===== config.mk =====
export PLATFORM = sky130hd
export DESIGN_NAME = core_top
export DESIGN_NICKNAME = d
export VERILOG_FILES = /design/src/logic/core_pkg.sv /design/src/logic/exec_if.sv /design/src/logic/ucode_rom.sv /design/src/logic/core_ctrl.sv /design/src/logic/core_alu.sv /design/src/logic/core_div.sv /design/src/logic/core_top.sv
export SDC_FILE = /design/constraint.sdc
export NUM_CORES = 1
export LEC_CHECK = 0
export BUFFER_PORTS_ARGS = -buffer_cell sky130_fd_sc_hd__buf_4
export CELL_PAD_IN_SITES_DETAIL_PLACEMENT = 0
export CELL_PAD_IN_SITES_GLOBAL_PLACEMENT = 1
export CORE_ASPECT_RATIO = 0.9
export CORE_UTILIZATION = 25
export CTS_CLUSTER_SIZE = 8
export DETAILED_ROUTE_END_ITERATION = 7
export GPL_TIMING_DRIVEN = 0
export MAX_ROUTING_LAYER = met4
export PLACE_DENSITY_LB_ADDON = 0.08
export RECOVER_POWER = 25
export SLEW_MARGIN = 20
export SYNTH_ARGS = -nofsm -noshare
export SYNTH_HDL_FRONTEND = slang
export SYNTH_SLANG_ARGS = --single-unit

===== constraint.sdc =====
create_clock -name clk -period 5.6 [get_ports clk]
set_clock_uncertainty 0.05 [all_clocks]
set_input_delay 1.12 -clock clk [delete_from_list [all_inputs] [get_ports clk]]
set_output_delay 1.12 -clock clk [all_outputs]
set_load 0.05 [all_outputs]

===== src/logic/core_pkg.sv =====
// shared definitions for the microcoded execution core
// flag bit positions, opcode classes, alu ops, width codes
// and the microword layout with its fixed micro-addresses
package core_pkg;

    localparam int FS = 7; // sign
    localparam int FZ = 6; // zero
    localparam int FH = 4; // half carry, out of bit 3
    localparam int FV = 2; // overflow
    localparam int FN = 1; // subtract
    localparam int FC = 0; // carry / borrow

    // opcode bits 7..4, classes 7 to 15 are illegal
    typedef enum logic [3:0] {
        OP_ADD = 4'd0,
        OP_SUB = 4'd1,
        OP_AND = 4'd2,
        OP_XOR = 4'd3,
        OP_DIV = 4'd4,
        OP_SCC = 4'd5,
        OP_CMP = 4'd6
    } op_class_t;

    typedef enum logic [1:0] {
        W_BYTE = 2'd0,
        W_WORD = 2'd1,
        W_QUAD = 2'd2
    } width_t;

    typedef enum logic [2:0] {
        ALU_ADD,
        ALU_SUB,
        ALU_AND,
        ALU_XOR,
        ALU_CMP,
        ALU_NOP
    } alu_op_t;

    typedef enum logic [1:0] {
        RES_ALU,
        RES_DIV,
        RES_CC
    } res_sel_t;

    typedef struct packed {
        alu_op_t  alu_op;
        res_sel_t res_sel;
        logic     res_we;    // write result register
        logic     flag_we;   // write flag byte
        logic     opnd_we;   // latch operands on accept
        logic     div_start;
        logic     wait_div;  // hold address while divider busy
        logic     setw;      // width from opcode bits 1..0
        logic     jsr_en;    // call completion routine
        logic     ret;
        logic     done;
        logic     illegal;
        logic     idle;      // ready for a new operation
    } ucode_word_t;

    localparam int UADDR_W = 7; // 16 classes, 8 words each

    localparam logic [UADDR_W-1:0] UA_IDLE = 7'd0;
    localparam logic [UADDR_W-1:0] UA_ILL  = 7'd112; // class 14 region
    localparam logic [UADDR_W-1:0] UA_WB   = 7'd120; // class 15 region

endpackage


===== src/logic/exec_if.sv =====
// control bundle from the micro-sequencer to the alu and divider
// one-hot width bits and the evaluated condition ride along
`timescale 1ns/1ps

interface exec_if;

    core_pkg::alu_op_t  alu_op;
    core_pkg::res_sel_t res_sel;
    logic               res_we;
    logic               flag_we;
    logic               opnd_we;
    logic               div_start;
    logic               bs;  // byte
    logic               ws;  // word
    logic               qs;  // quad
    logic               cc;  // condition for scc

    modport ctrl (output alu_op, res_sel, res_we, flag_we, opnd_we, div_start,
                  bs, ws, qs, cc);
    modport alu  (input alu_op, res_sel, res_we, flag_we, opnd_we, bs, ws, qs, cc);
    modport div  (input opnd_we, div_start, bs, ws, qs);

endinterface


===== src/logic/ucode_rom.sv =====
// microcode table, one routine per opcode class
// plus the shared completion routine and the illegal handler
`timescale 1ns/1ps

module ucode_rom (
    input  logic [core_pkg::UADDR_W-1:0] uaddr,
    output core_pkg::ucode_word_t        uword
);

    // execute word, always ends with a call to the completion routine
    function automatic core_pkg::ucode_word_t exec_w(
        input core_pkg::alu_op_t  op,
        input core_pkg::res_sel_t sel,
        input logic               wr
    );
        core_pkg::ucode_word_t w;
        w         = '0;
        w.alu_op  = op;
        w.res_sel = sel;
        w.res_we  = wr;
        w.flag_we = (sel != core_pkg::RES_CC); // scc keeps flags
        w.jsr_en  = 1'b1;
        return w;
    endfunction

    // class region is {class, offset}, entry at offset 1
    // offset 0 of region 0 is the reset/idle word
    always_comb begin
        uword = '0;
        case (uaddr)
            7'o000, 7'o003, 7'o013, 7'o023, 7'o033, 7'o045, 7'o053, 7'o063,
            7'o161: begin
                uword.idle    = 1'b1; // waiting for strobe
                uword.opnd_we = 1'b1;
            end
            7'o001, 7'o011, 7'o021, 7'o031, 7'o041, 7'o061: begin
                uword.setw = 1'b1; // entry, latch width
            end
            7'o051: begin
                uword.alu_op = core_pkg::ALU_NOP; // scc entry, width untouched
            end
            7'o002: uword = exec_w(core_pkg::ALU_ADD, core_pkg::RES_ALU, 1'b1);
            7'o012: uword = exec_w(core_pkg::ALU_SUB, core_pkg::RES_ALU, 1'b1);
            7'o022: uword = exec_w(core_pkg::ALU_AND, core_pkg::RES_ALU, 1'b1);
            7'o032: uword = exec_w(core_pkg::ALU_XOR, core_pkg::RES_ALU, 1'b1);
            7'o052: uword = exec_w(core_pkg::ALU_NOP, core_pkg::RES_CC, 1'b1);
            7'o062: uword = exec_w(core_pkg::ALU_CMP, core_pkg::RES_ALU, 1'b0);
            7'o042: uword.div_start = 1'b1;
            7'o043: uword.wait_div  = 1'b1; // stall here until quotient ready
            7'o044: uword = exec_w(core_pkg::ALU_NOP, core_pkg::RES_DIV, 1'b1);
            7'o160: uword.illegal = 1'b1; // falls through to 161, idle
            7'o170: begin
                uword.done = 1'b1; // completion routine
                uword.ret  = 1'b1;
            end
            default: begin
                uword.idle    = 1'b1; // stray address parks and flags it
                uword.illegal = 1'b1;
            end
        endcase
    end

endmodule


===== src/logic/core_ctrl.sv =====
// micro-sequencer: micro-address, return register, width register
// condition evaluation and ready/done/illegal generation
`timescale 1ns/1ps

module core_ctrl (
    input  logic                         clk,
    input  logic                         rst,
    input  logic                         op_strobe,
    input  logic [7:0]                   opcode,
    input  core_pkg::ucode_word_t        uword,
    input  logic [7:0]                   flags,
    input  logic                         div_busy,
    output logic [core_pkg::UADDR_W-1:0] uaddr,
    output logic                         ready,
    output logic                         done,
    output logic                         illegal,
    exec_if.ctrl                         ex
);

    core_pkg::op_class_t          cls;
    logic [7:0]                   op_q;
    logic [core_pkg::UADDR_W-1:0] ret_q;
    logic [core_pkg::UADDR_W-1:0] nx_ua;
    logic [2:0]                   wsel;   // {qs, ws, bs}
    logic                         accept;
    logic                         still;
    logic                         bad_op;
    logic                         cc;

    assign cls    = core_pkg::op_class_t'(opcode[7:4]);
    assign bad_op = (cls > core_pkg::OP_CMP) ||
                    (cls != core_pkg::OP_SCC && opcode[1:0] == 2'd3); // no width 3
    assign ready  = uword.idle;
    assign accept = ready & op_strobe;
    assign still  = uword.idle | (uword.wait_div & div_busy);
    assign nx_ua  = {uaddr[6:3], uaddr[2:0] + 3'd1}; // stays in class region

    // 16 conditions on the flag byte, selected by opcode bits 3..0
    always_comb begin
        case (op_q[3:0])
            4'd0:  cc = 1'b0;                                           // false
            4'd1:  cc = flags[core_pkg::FS] ^ flags[core_pkg::FV];      // signed <
            4'd2:  cc = flags[core_pkg::FZ] |
                        (flags[core_pkg::FS] ^ flags[core_pkg::FV]);    // signed <=
            4'd3:  cc = flags[core_pkg::FZ] | flags[core_pkg::FC];      // unsigned <=
            4'd4:  cc = flags[core_pkg::FV];                            // overflow
            4'd5:  cc = flags[core_pkg::FS];                            // minus
            4'd6:  cc = flags[core_pkg::FZ];                            // equal
            4'd7:  cc = flags[core_pkg::FC];                            // carry
            4'd8:  cc = 1'b1;                                           // true
            4'd9:  cc = ~(flags[core_pkg::FS] ^ flags[core_pkg::FV]);   // signed >=
            4'd10: cc = ~(flags[core_pkg::FZ] |
                          (flags[core_pkg::FS] ^ flags[core_pkg::FV])); // signed >
            4'd11: cc = ~(flags[core_pkg::FZ] | flags[core_pkg::FC]);   // unsigned >
            4'd12: cc = ~flags[core_pkg::FV];
            4'd13: cc = ~flags[core_pkg::FS];
            4'd14: cc = ~flags[core_pkg::FZ];
            default: cc = ~flags[core_pkg::FC];
        endcase
    end

    always_ff @(posedge clk or posedge rst) begin
        if (rst) begin
            uaddr   <= core_pkg::UA_IDLE;
            ret_q   <= core_pkg::UA_IDLE;
            op_q    <= 8'd0;
            wsel    <= 3'b001; // byte
            done    <= 1'b0;
            illegal <= 1'b0;
        end else begin
            done    <= uword.done;    // one cycle after the completion word
            illegal <= uword.illegal;
            if (!still) uaddr <= nx_ua;
            if (uword.setw) begin
                case (op_q[1:0])
                    core_pkg::W_BYTE: wsel <= 3'b001;
                    core_pkg::W_WORD: wsel <= 3'b010;
                    default:          wsel <= 3'b100;
                endcase
            end
            if (uword.jsr_en) begin
                ret_q <= nx_ua; // word after the call
                uaddr <= core_pkg::UA_WB;
            end
            if (uword.ret) uaddr <= ret_q;
            if (accept) begin
                op_q  <= opcode;
                uaddr <= bad_op ? core_pkg::UA_ILL : {opcode[7:4], 3'd1};
            end
        end
    end

    assign ex.alu_op    = uword.alu_op;
    assign ex.res_sel   = uword.res_sel;
    assign ex.res_we    = uword.res_we;
    assign ex.flag_we   = uword.flag_we;
    assign ex.opnd_we   = uword.opnd_we & op_strobe; // only idle words carry it
    assign ex.div_start = uword.div_start;
    assign ex.qs        = wsel[2];
    assign ex.ws        = wsel[1];
    assign ex.bs        = wsel[0];
    assign ex.cc        = cc;

endmodule


===== src/logic/core_alu.sv =====
// width-aware add/sub/and/xor/compare with flag generation
// holds the flag byte and the result register
`timescale 1ns/1ps

module core_alu (
    input  logic        clk,
    input  logic        rst,
    input  logic [31:0] opnd_a,
    input  logic [31:0] opnd_b,
    input  logic [31:0] quotient,
    input  logic        div_zero,
    output logic [7:0]  flags,
    output logic [31:0] result,
    exec_if.alu         ex
);

    logic [31:0] a_q, b_q;
    logic [31:0] mask, am, bm;
    logic [32:0] wide;    // one bit beyond quad for carry
    logic [4:0]  half;    // nibble add/sub for H
    logic [31:0] sum, lres, alu_out;
    logic        is_sub, is_logic, cout, sa, sb, sr, ovf;
    logic [7:0]  nflags;

    function automatic logic top_bit(input logic [31:0] x, input logic q, input logic w);
        return q ? x[31] : (w ? x[15] : x[7]);
    endfunction

    assign mask = ex.bs ? 32'h0000_00ff : (ex.ws ? 32'h0000_ffff : 32'hffff_ffff);
    assign am   = a_q & mask;
    assign bm   = b_q & mask;

    assign is_sub   = (ex.alu_op == core_pkg::ALU_SUB) || (ex.alu_op == core_pkg::ALU_CMP);
    assign is_logic = (ex.alu_op == core_pkg::ALU_AND) || (ex.alu_op == core_pkg::ALU_XOR);

    assign wide = is_sub ? {1'b0, am} - {1'b0, bm} : {1'b0, am} + {1'b0, bm};
    assign half = is_sub ? {1'b0, am[3:0]} - {1'b0, bm[3:0]}
                         : {1'b0, am[3:0]} + {1'b0, bm[3:0]};
    assign sum  = wide[31:0] & mask;
    assign lres = (ex.alu_op == core_pkg::ALU_AND) ? (am & bm) : (am ^ bm);
    assign cout = ex.qs ? wide[32] : (ex.ws ? wide[16] : wide[8]); // carry or borrow

    assign sa  = top_bit(am, ex.qs, ex.ws);
    assign sb  = top_bit(bm, ex.qs, ex.ws);
    assign sr  = top_bit(sum, ex.qs, ex.ws);
    assign ovf = is_sub ? (sa != sb) && (sr != sa) : (sa == sb) && (sr != sa);

    assign alu_out = is_logic ? lres : sum;

    always_comb begin
        nflags = 8'd0; // unused bits stay clear
        if (ex.res_sel == core_pkg::RES_DIV) begin
            nflags[core_pkg::FZ] = (quotient == 32'd0);
            nflags[core_pkg::FV] = div_zero;
        end else if (is_logic) begin
            nflags[core_pkg::FS] = top_bit(lres, ex.qs, ex.ws);
            nflags[core_pkg::FZ] = (lres == 32'd0);
        end else begin
            nflags[core_pkg::FS] = sr;
            nflags[core_pkg::FZ] = (sum == 32'd0);
            nflags[core_pkg::FH] = half[4];
            nflags[core_pkg::FV] = ovf;
            nflags[core_pkg::FN] = is_sub;
            nflags[core_pkg::FC] = cout;
        end
    end

    always_ff @(posedge clk) begin
        if (ex.opnd_we) begin
            a_q <= opnd_a; // raw, masked once width is known
            b_q <= opnd_b;
        end
    end

    always_ff @(posedge clk or posedge rst) begin
        if (rst) begin
            flags  <= 8'd0;
            result <= 32'd0;
        end else begin
            if (ex.flag_we) flags <= nflags;
            if (ex.res_we) begin
                case (ex.res_sel)
                    core_pkg::RES_DIV: result <= quotient;
                    core_pkg::RES_CC:  result <= {31'd0, ex.cc};
                    default:           result <= alu_out;
                endcase
            end
        end
    end

endmodule


===== src/logic/core_div.sv =====
// iterative unsigned restoring divider, one quotient bit per cycle
// zero divisor runs through and leaves an all-ones quotient
`timescale 1ns/1ps

module core_div (
    input  logic        clk,
    input  logic        rst,
    input  logic [31:0] opnd_a,
    input  logic [31:0] opnd_b,
    output logic [31:0] quotient,
    output logic        div_zero,
    output logic        busy,
    exec_if.div         ex
);

    logic [31:0] a_q, b_q;
    logic [31:0] mask, dvs;
    logic [31:0] q;        // dividend shifts out the top, quotient in the bottom
    logic [31:0] rem;
    logic [32:0] shifted;
    logic [32:0] trial;
    logic        ge;
    logic [5:0]  cnt;      // steps left

    assign mask    = ex.qs ? 32'hffff_ffff : (ex.ws ? 32'h0000_ffff : 32'h0000_00ff);
    assign shifted = {rem, q[31]};
    assign ge      = shifted >= {1'b0, dvs}; // always true for a zero divisor
    assign trial   = shifted - {1'b0, dvs};

    always_ff @(posedge clk) begin
        if (ex.opnd_we) begin
            a_q <= opnd_a;
            b_q <= opnd_b;
        end
        if (ex.div_start) begin
            dvs <= b_q & mask;
            rem <= 32'd0;
            // left-align the dividend so the top bit is always q[31]
            q   <= ex.qs ? a_q : (ex.ws ? {a_q[15:0], 16'd0} : {a_q[7:0], 24'd0});
        end else if (busy) begin
            rem <= ge ? trial[31:0] : shifted[31:0];
            q   <= {q[30:0], ge};
        end
    end

    always_ff @(posedge clk or posedge rst) begin
        if (rst) begin
            cnt      <= 6'd0;
            div_zero <= 1'b0;
        end else if (ex.div_start) begin
            cnt      <= ex.qs ? 6'd32 : (ex.ws ? 6'd16 : 6'd8);
            div_zero <= ((b_q & mask) == 32'd0);
        end else if (busy) begin
            cnt <= cnt - 6'd1;
        end
    end

    assign busy     = (cnt != 6'd0);
    assign quotient = q; // upper bits already shifted to zero

endmodule


===== src/logic/core_top.sv =====
// top level of the microcoded execution core
// sequencer, microcode rom, alu and divider joined by exec_if
`timescale 1ns/1ps

module core_top (
    input  logic        clk,
    input  logic        rst,
    input  logic        op_strobe,
    input  logic [7:0]  opcode,
    input  logic [31:0] opnd_a,
    input  logic [31:0] opnd_b,
    output logic        ready,
    output logic        done,
    output logic        illegal,
    output logic [31:0] result,
    output logic [7:0]  flags
);

    exec_if ex ();

    logic [core_pkg::UADDR_W-1:0] uaddr;
    core_pkg::ucode_word_t        uword;
    logic [31:0]                  quotient;
    logic                         div_zero;
    logic                         div_busy;

    core_ctrl u_ctrl (
        .clk       (clk),
        .rst       (rst),
        .op_strobe (op_strobe),
        .opcode    (opcode),
        .uword     (uword),
        .flags     (flags),
        .div_busy  (div_busy),
        .uaddr     (uaddr),
        .ready     (ready),
        .done      (done),
        .illegal   (illegal),
        .ex        (ex.ctrl)
    );

    ucode_rom u_rom (
        .uaddr (uaddr),
        .uword (uword)
    );

    core_alu u_alu (
        .clk      (clk),
        .rst      (rst),
        .opnd_a   (opnd_a),
        .opnd_b   (opnd_b),
        .quotient (quotient),
        .div_zero (div_zero),
        .flags    (flags),
        .result   (result),
        .ex       (ex.alu)
    );

    core_div u_div (
        .clk      (clk),
        .rst      (rst),
        .opnd_a   (opnd_a),
        .opnd_b   (opnd_b),
        .quotient (quotient),
        .div_zero (div_zero),
        .busy     (div_busy),
        .ex       (ex.div)
    );

endmodule


==> run summary <==
The post-route minimum period is 5.44 ns. The via count of the first global-routing pass is 14600. The footprint of the multi-input gates is 0.00937 sq mm.

The sequential area share after synthesis came out at 38.4%. In the finished design, the share of the clock period the worst path needs comes to 97.1%. Counting stages on the worst path, the most repeated cell is sky130_fd_sc_hd__clkbuf_1. The clock tree synthesis step divided the H-tree into 2 levels. The post-layout instance count excluding filler cells came out at 2849. The first global-routing pass estimated 108000 microns of wire. The critical path is of the flip-flop to flip-flop type. The number of flops mapped to enable cells by yosys came out at 128.

Entering global routing, the biggest net connects 48 pins. The number of rows in the core area is 87. The worst slew margin relative to its limit came out at -108%.

The sequential standard cell area is 0.00619 sq mm. The total routing resource utilization after global routing is 23.4%. The cell count of the worst reg-to-reg path is 17. The quantity of I/O buffers inserted on ports is 115. Setup violations remaining at the end of the flow were counted as 0. The worst slack at placement is -1.17 ns.

The number of placed instances with taps included is 2787. The distinct cell type count of the synthesized netlist is 91. TritonCTS built the clock tree. The total number of nets in the final design came out at 2155. The clock latency on the worst-skew pair came out at 0.57 ns. The final weighted congestion in routability-driven placement came out at 0.914. The number of remaining DRC errors is 0. The delay of the slowest critical-path stage is 0.56 ns.

The cell area after placement came out at 0.0182 sq mm. Setup repair after global routing left no endpoint under its margin. The width of the chip came out at 270 microns. The maximum VDD drop is 0.213 mV. The max-cap violation count came out at 1. The core area is 0.0631 sq mm.

The arrival time reported for the critical path endpoint came out at 5.85 ns. The number of antenna violations at the first check in global routing came out at 2. Walking the worst path, the cells encountered are clkbuf_2 -> or2_2 -> clkbuf_1 -> o21bai_1 -> nand2_1 -> xor2_1 -> ha_1 -> clkbuf_1 -> and3_1 -> nand4_1 -> inv_1 -> nand3_1 -> a211oi_1 -> o221ai_1 -> xnor2_1 -> a21oi_1 -> a21o_1. The kind of capture point of the worst setup path is a flip-flop. The synthesis-to-finish area growth is 20.0%. The clock buffer count from CTS is 35. The final reports fail on max-capacitance violations, max-slew violations.

With fillers left out, the area of the finished cells amounts to 0.0193 sq mm. The largest total area in the synthesized netlist belongs to sky130_fd_sc_hd__edfxtp_1. The largest individual stage delay along the critical path comes from the cell sky130_fd_sc_hd__dfrtp_1. The count of cells along the worst hold path is 2. The final-report hold violation count came out at 0. The clock edge transition at the registers on the reported setup and hold paths came out at 0.05 ns. The fraction of the core area covered by cells at the end of the flow is 30.6%.

The sum of internal, switching and leakage power came out at 0.0134 W. The detailed router's first-iteration violation count is 1530. Among all flip-flop cells after synthesis, the most frequent one is sky130_fd_sc_hd__edfxtp_1. The required time at the endpoint of the critical path came out at 6.01 ns. For this design the static power due to leakage is 7.84 nW.

The actual transition at the worst max-transition pin is 3.12 ns. The first TritonRoute pass finished after 5 iterations. The worst setup path is launched from a flip-flop. The proportion of synthesized flip-flops having asynchronous set or reset is 29.8%. The post-synthesis sequential element count is 228. The cell area that synthesis handed to floorplanning was 0.0161 sq mm. The maximum clock frequency is 184 MHz. The root buffer cell chosen for the clock tree is sky130_fd_sc_hd__clkbuf_16. The global route total overflow is 0.

By area the synthesized netlist is led by sky130_fd_sc_hd__edfxtp_1, sky130_fd_sc_hd__dfrtp_1, sky130_fd_sc_hd__ha_1. The clock net sink count came out at 228. The vertical die dimension came out at 243 microns.

The filler cells instantiated in the layout total 6764. The run finished, with violations left. The synthesized design devotes to its leading area cell type 23.9% of total area.

The number of max-slew violations in the final report is 48. The setup slack of the critical path after layout is 0.160 ns. Once detailed placement completed, the half-perimeter wirelength came to 59500 microns. Of the cells placed in the final design, the portion with a size suffix greater than 1 is 11.4%. In this run the worst path has a maximum fanout of 10. The count of warnings emitted by yosys came out at 0. Summing over every cut layer, the via total after detailed routing is 15100. The remaining number of nets flagged by the antenna check after routing came out at 0. The min-delay analysis places its worst path in the category flip-flop to flip-flop. The mean number of vias per cell came out at 5.31. The power density relative to cell area is 691 mW/mm^2. The average wire per cell in the routed design came out at 26.5 microns. The die outline area came out at 0.0655 sq mm. The total wire length after detailed routing came out at 75500 microns.

The per-instance average area after synthesis is 8.86 sq um. 118 I/O pins were placed. The largest buffer count on any clock path came out at 3.

The starting density of the core came out at 25.5%. Counting every instance in the synthesized netlist gives 1819.
flip-flops by register name, summed over array words and instances (netlist names), 6 cells and up:
signal,count
u_div.a_q,32
u_alu.flags,6
u_div.rem,32
u_div.quotient,32
u_div.cnt,6
u_ctrl.uaddr,7
u_alu.result,32
u_div.b_q,32
u_div.dvs,32
u_ctrl.ret_q,7
worst max-delay path: cells and delay by family, from the launching register on:
family | cells | cell delay (ns)
buf+inv | 4 | 1.18
fa+ha+maj | 1 | 0.32
xor+xnor | 2 | 0.68
simple gates | 5 | 1.10
compound gates | 5 | 1.42
flops | 1 | 0.56
cells in the mapped netlist (all sizes together), types with 12 or more instances:
master and count:
nor4 38, ha 104, a31oi 37, mux2i 65, xor2 24, buf 16, o31ai 15, nor2b 30
nand4 26, clkbuf 87, a22oi 12, and2 61, o21a 15, inv 75, nor3 48, nor2 134
dfrtp 67, a21oi 123, nand3 41, edfxtp 128, and3 27, xnor2 47, o21ai 155, nand2 186
dfxtp 32, or3 15, a21o 22, o211ai 20, a211oi 26
layout make-up:
cell class                 instances  area share [%]
sequential                       228            32.0
timing repair buffer             122            4.87
inverter                          75            1.46
antenna                            3          0.0388
tap                              845            5.47
clock inverter                     3           0.285
buffer                            98            2.16
clock buffer                      61            5.19
multi-input combinational       1414            48.5
cell families (layout without fill, tap and decap cells):
family / count (synthesis) / after routing / share of synthesized area, %
mux: 76 / 76 / 4.88
other cells: 1 / 5 / 0.0233
fa+ha+maj: 106 / 106 / 8.33
buf+inv: 178 / 359 / 4.33
xor+xnor: 71 / 71 / 3.86
flops: 228 / 228 / 38.4
compound gates: 510 / 510 / 20.2
simple gates: 649 / 649 / 19.9
final timing paths:
| path | slack, ns | startpoint | end |
|---|---|---|---|
| max | 0.16 | u_ctrl.wsel[1]$_DFFE_PP0P_ | u_alu.flags[0]$_DFFE_PP0P_ |
| min | 0.42 | u_ctrl.ret_q[1]$_DFFE_PP0P_ | u_ctrl.ret_q[1]$_DFFE_PP0P_ |
| max reg2reg | 0.16 | u_ctrl.wsel[1]$_DFFE_PP0P_ | u_alu.flags[0]$_DFFE_PP0P_ |
| min reg2reg | 0.42 | u_ctrl.ret_q[1]$_DFFE_PP0P_ | u_ctrl.ret_q[1]$_DFFE_PP0P_ |
| max in group asynchronous | 1.12 | rst | u_ctrl.uaddr[5]$_DFFE_PP0P_ |
| min in group asynchronous | 0.75 | rst | u_ctrl.done$_DFF_PP0_ |
cell usage in the layout, fill, tap and decap left out, types with 26 or more instances in the layout:
cell type                   synthesis  final
sky130_fd_sc_hd__and3_1            27     27
sky130_fd_sc_hd__nand3_1           41     41
sky130_fd_sc_hd__o21ai_0          148    148
sky130_fd_sc_hd__dfrtp_1           67     66
sky130_fd_sc_hd__nor2_1           134    132
sky130_fd_sc_hd__clkbuf_16          0     35
sky130_fd_sc_hd__xnor2_1           47     47
sky130_fd_sc_hd__nor4_1            37     34
sky130_fd_sc_hd__edfxtp_1         128    128
sky130_fd_sc_hd__a31oi_1           36     36
sky130_fd_sc_hd__nor3_1            48     45
sky130_fd_sc_hd__inv_1             75     74
sky130_fd_sc_hd__dfxtp_1           32     32
sky130_fd_sc_hd__ha_1             104    104
sky130_fd_sc_hd__and2_1            61     61
sky130_fd_sc_hd__clkbuf_1          87    105
sky130_fd_sc_hd__buf_4              4     55
sky130_fd_sc_hd__nand4_1           26     26
sky130_fd_sc_hd__clkbuf_4           0     56
sky130_fd_sc_hd__nor2b_1           30     29
sky130_fd_sc_hd__a21oi_1          122    121
sky130_fd_sc_hd__mux2i_1           65     64
sky130_fd_sc_hd__nand2_1          186    185
power by group:
part | total (W) | switching [W] | internal (W)
Combinational | 0.00809 | 0.00524 | 0.00285
Clock | 0.00209 | 0.000867 | 0.00122
Sequential | 0.00318 | 0.000717 | 0.00246
Total | 0.0134 | 0.00683 | 0.00653
per-layer routing:
layer | global-route usage (%) | vias to the layer above | wire length (microns)
li1 | - | 7038 | -
met1 | 34.3 | 7516 | 37800
met2 | 32.0 | 498 | 30800
met3 | 4.46 | 89 | 5080
met4 | 6.58 | 0 | 1850
met5 | - | - | 0
per-stage QoR:
step | hold WS, ns | TNS [ns]
5_1_grt | 0.446 | 0
3_5_place_dp | 0.416 | -11.14
2_1_floorplan | 0.389 | 0
4_1_cts | 0.428 | 0
3_3_place_gp | 0.405 | -137.49
6_report | 0.423 | 0
what timing repair did:
action	CTS	global route
hold buffers	0	0
setup endpoints to repair	26	14
resized for setup	17	26
buffers inserted	0	0
pin swaps	0	3
endpoints found under the hold margin	0	0
(Power assumes the default switching activity.)
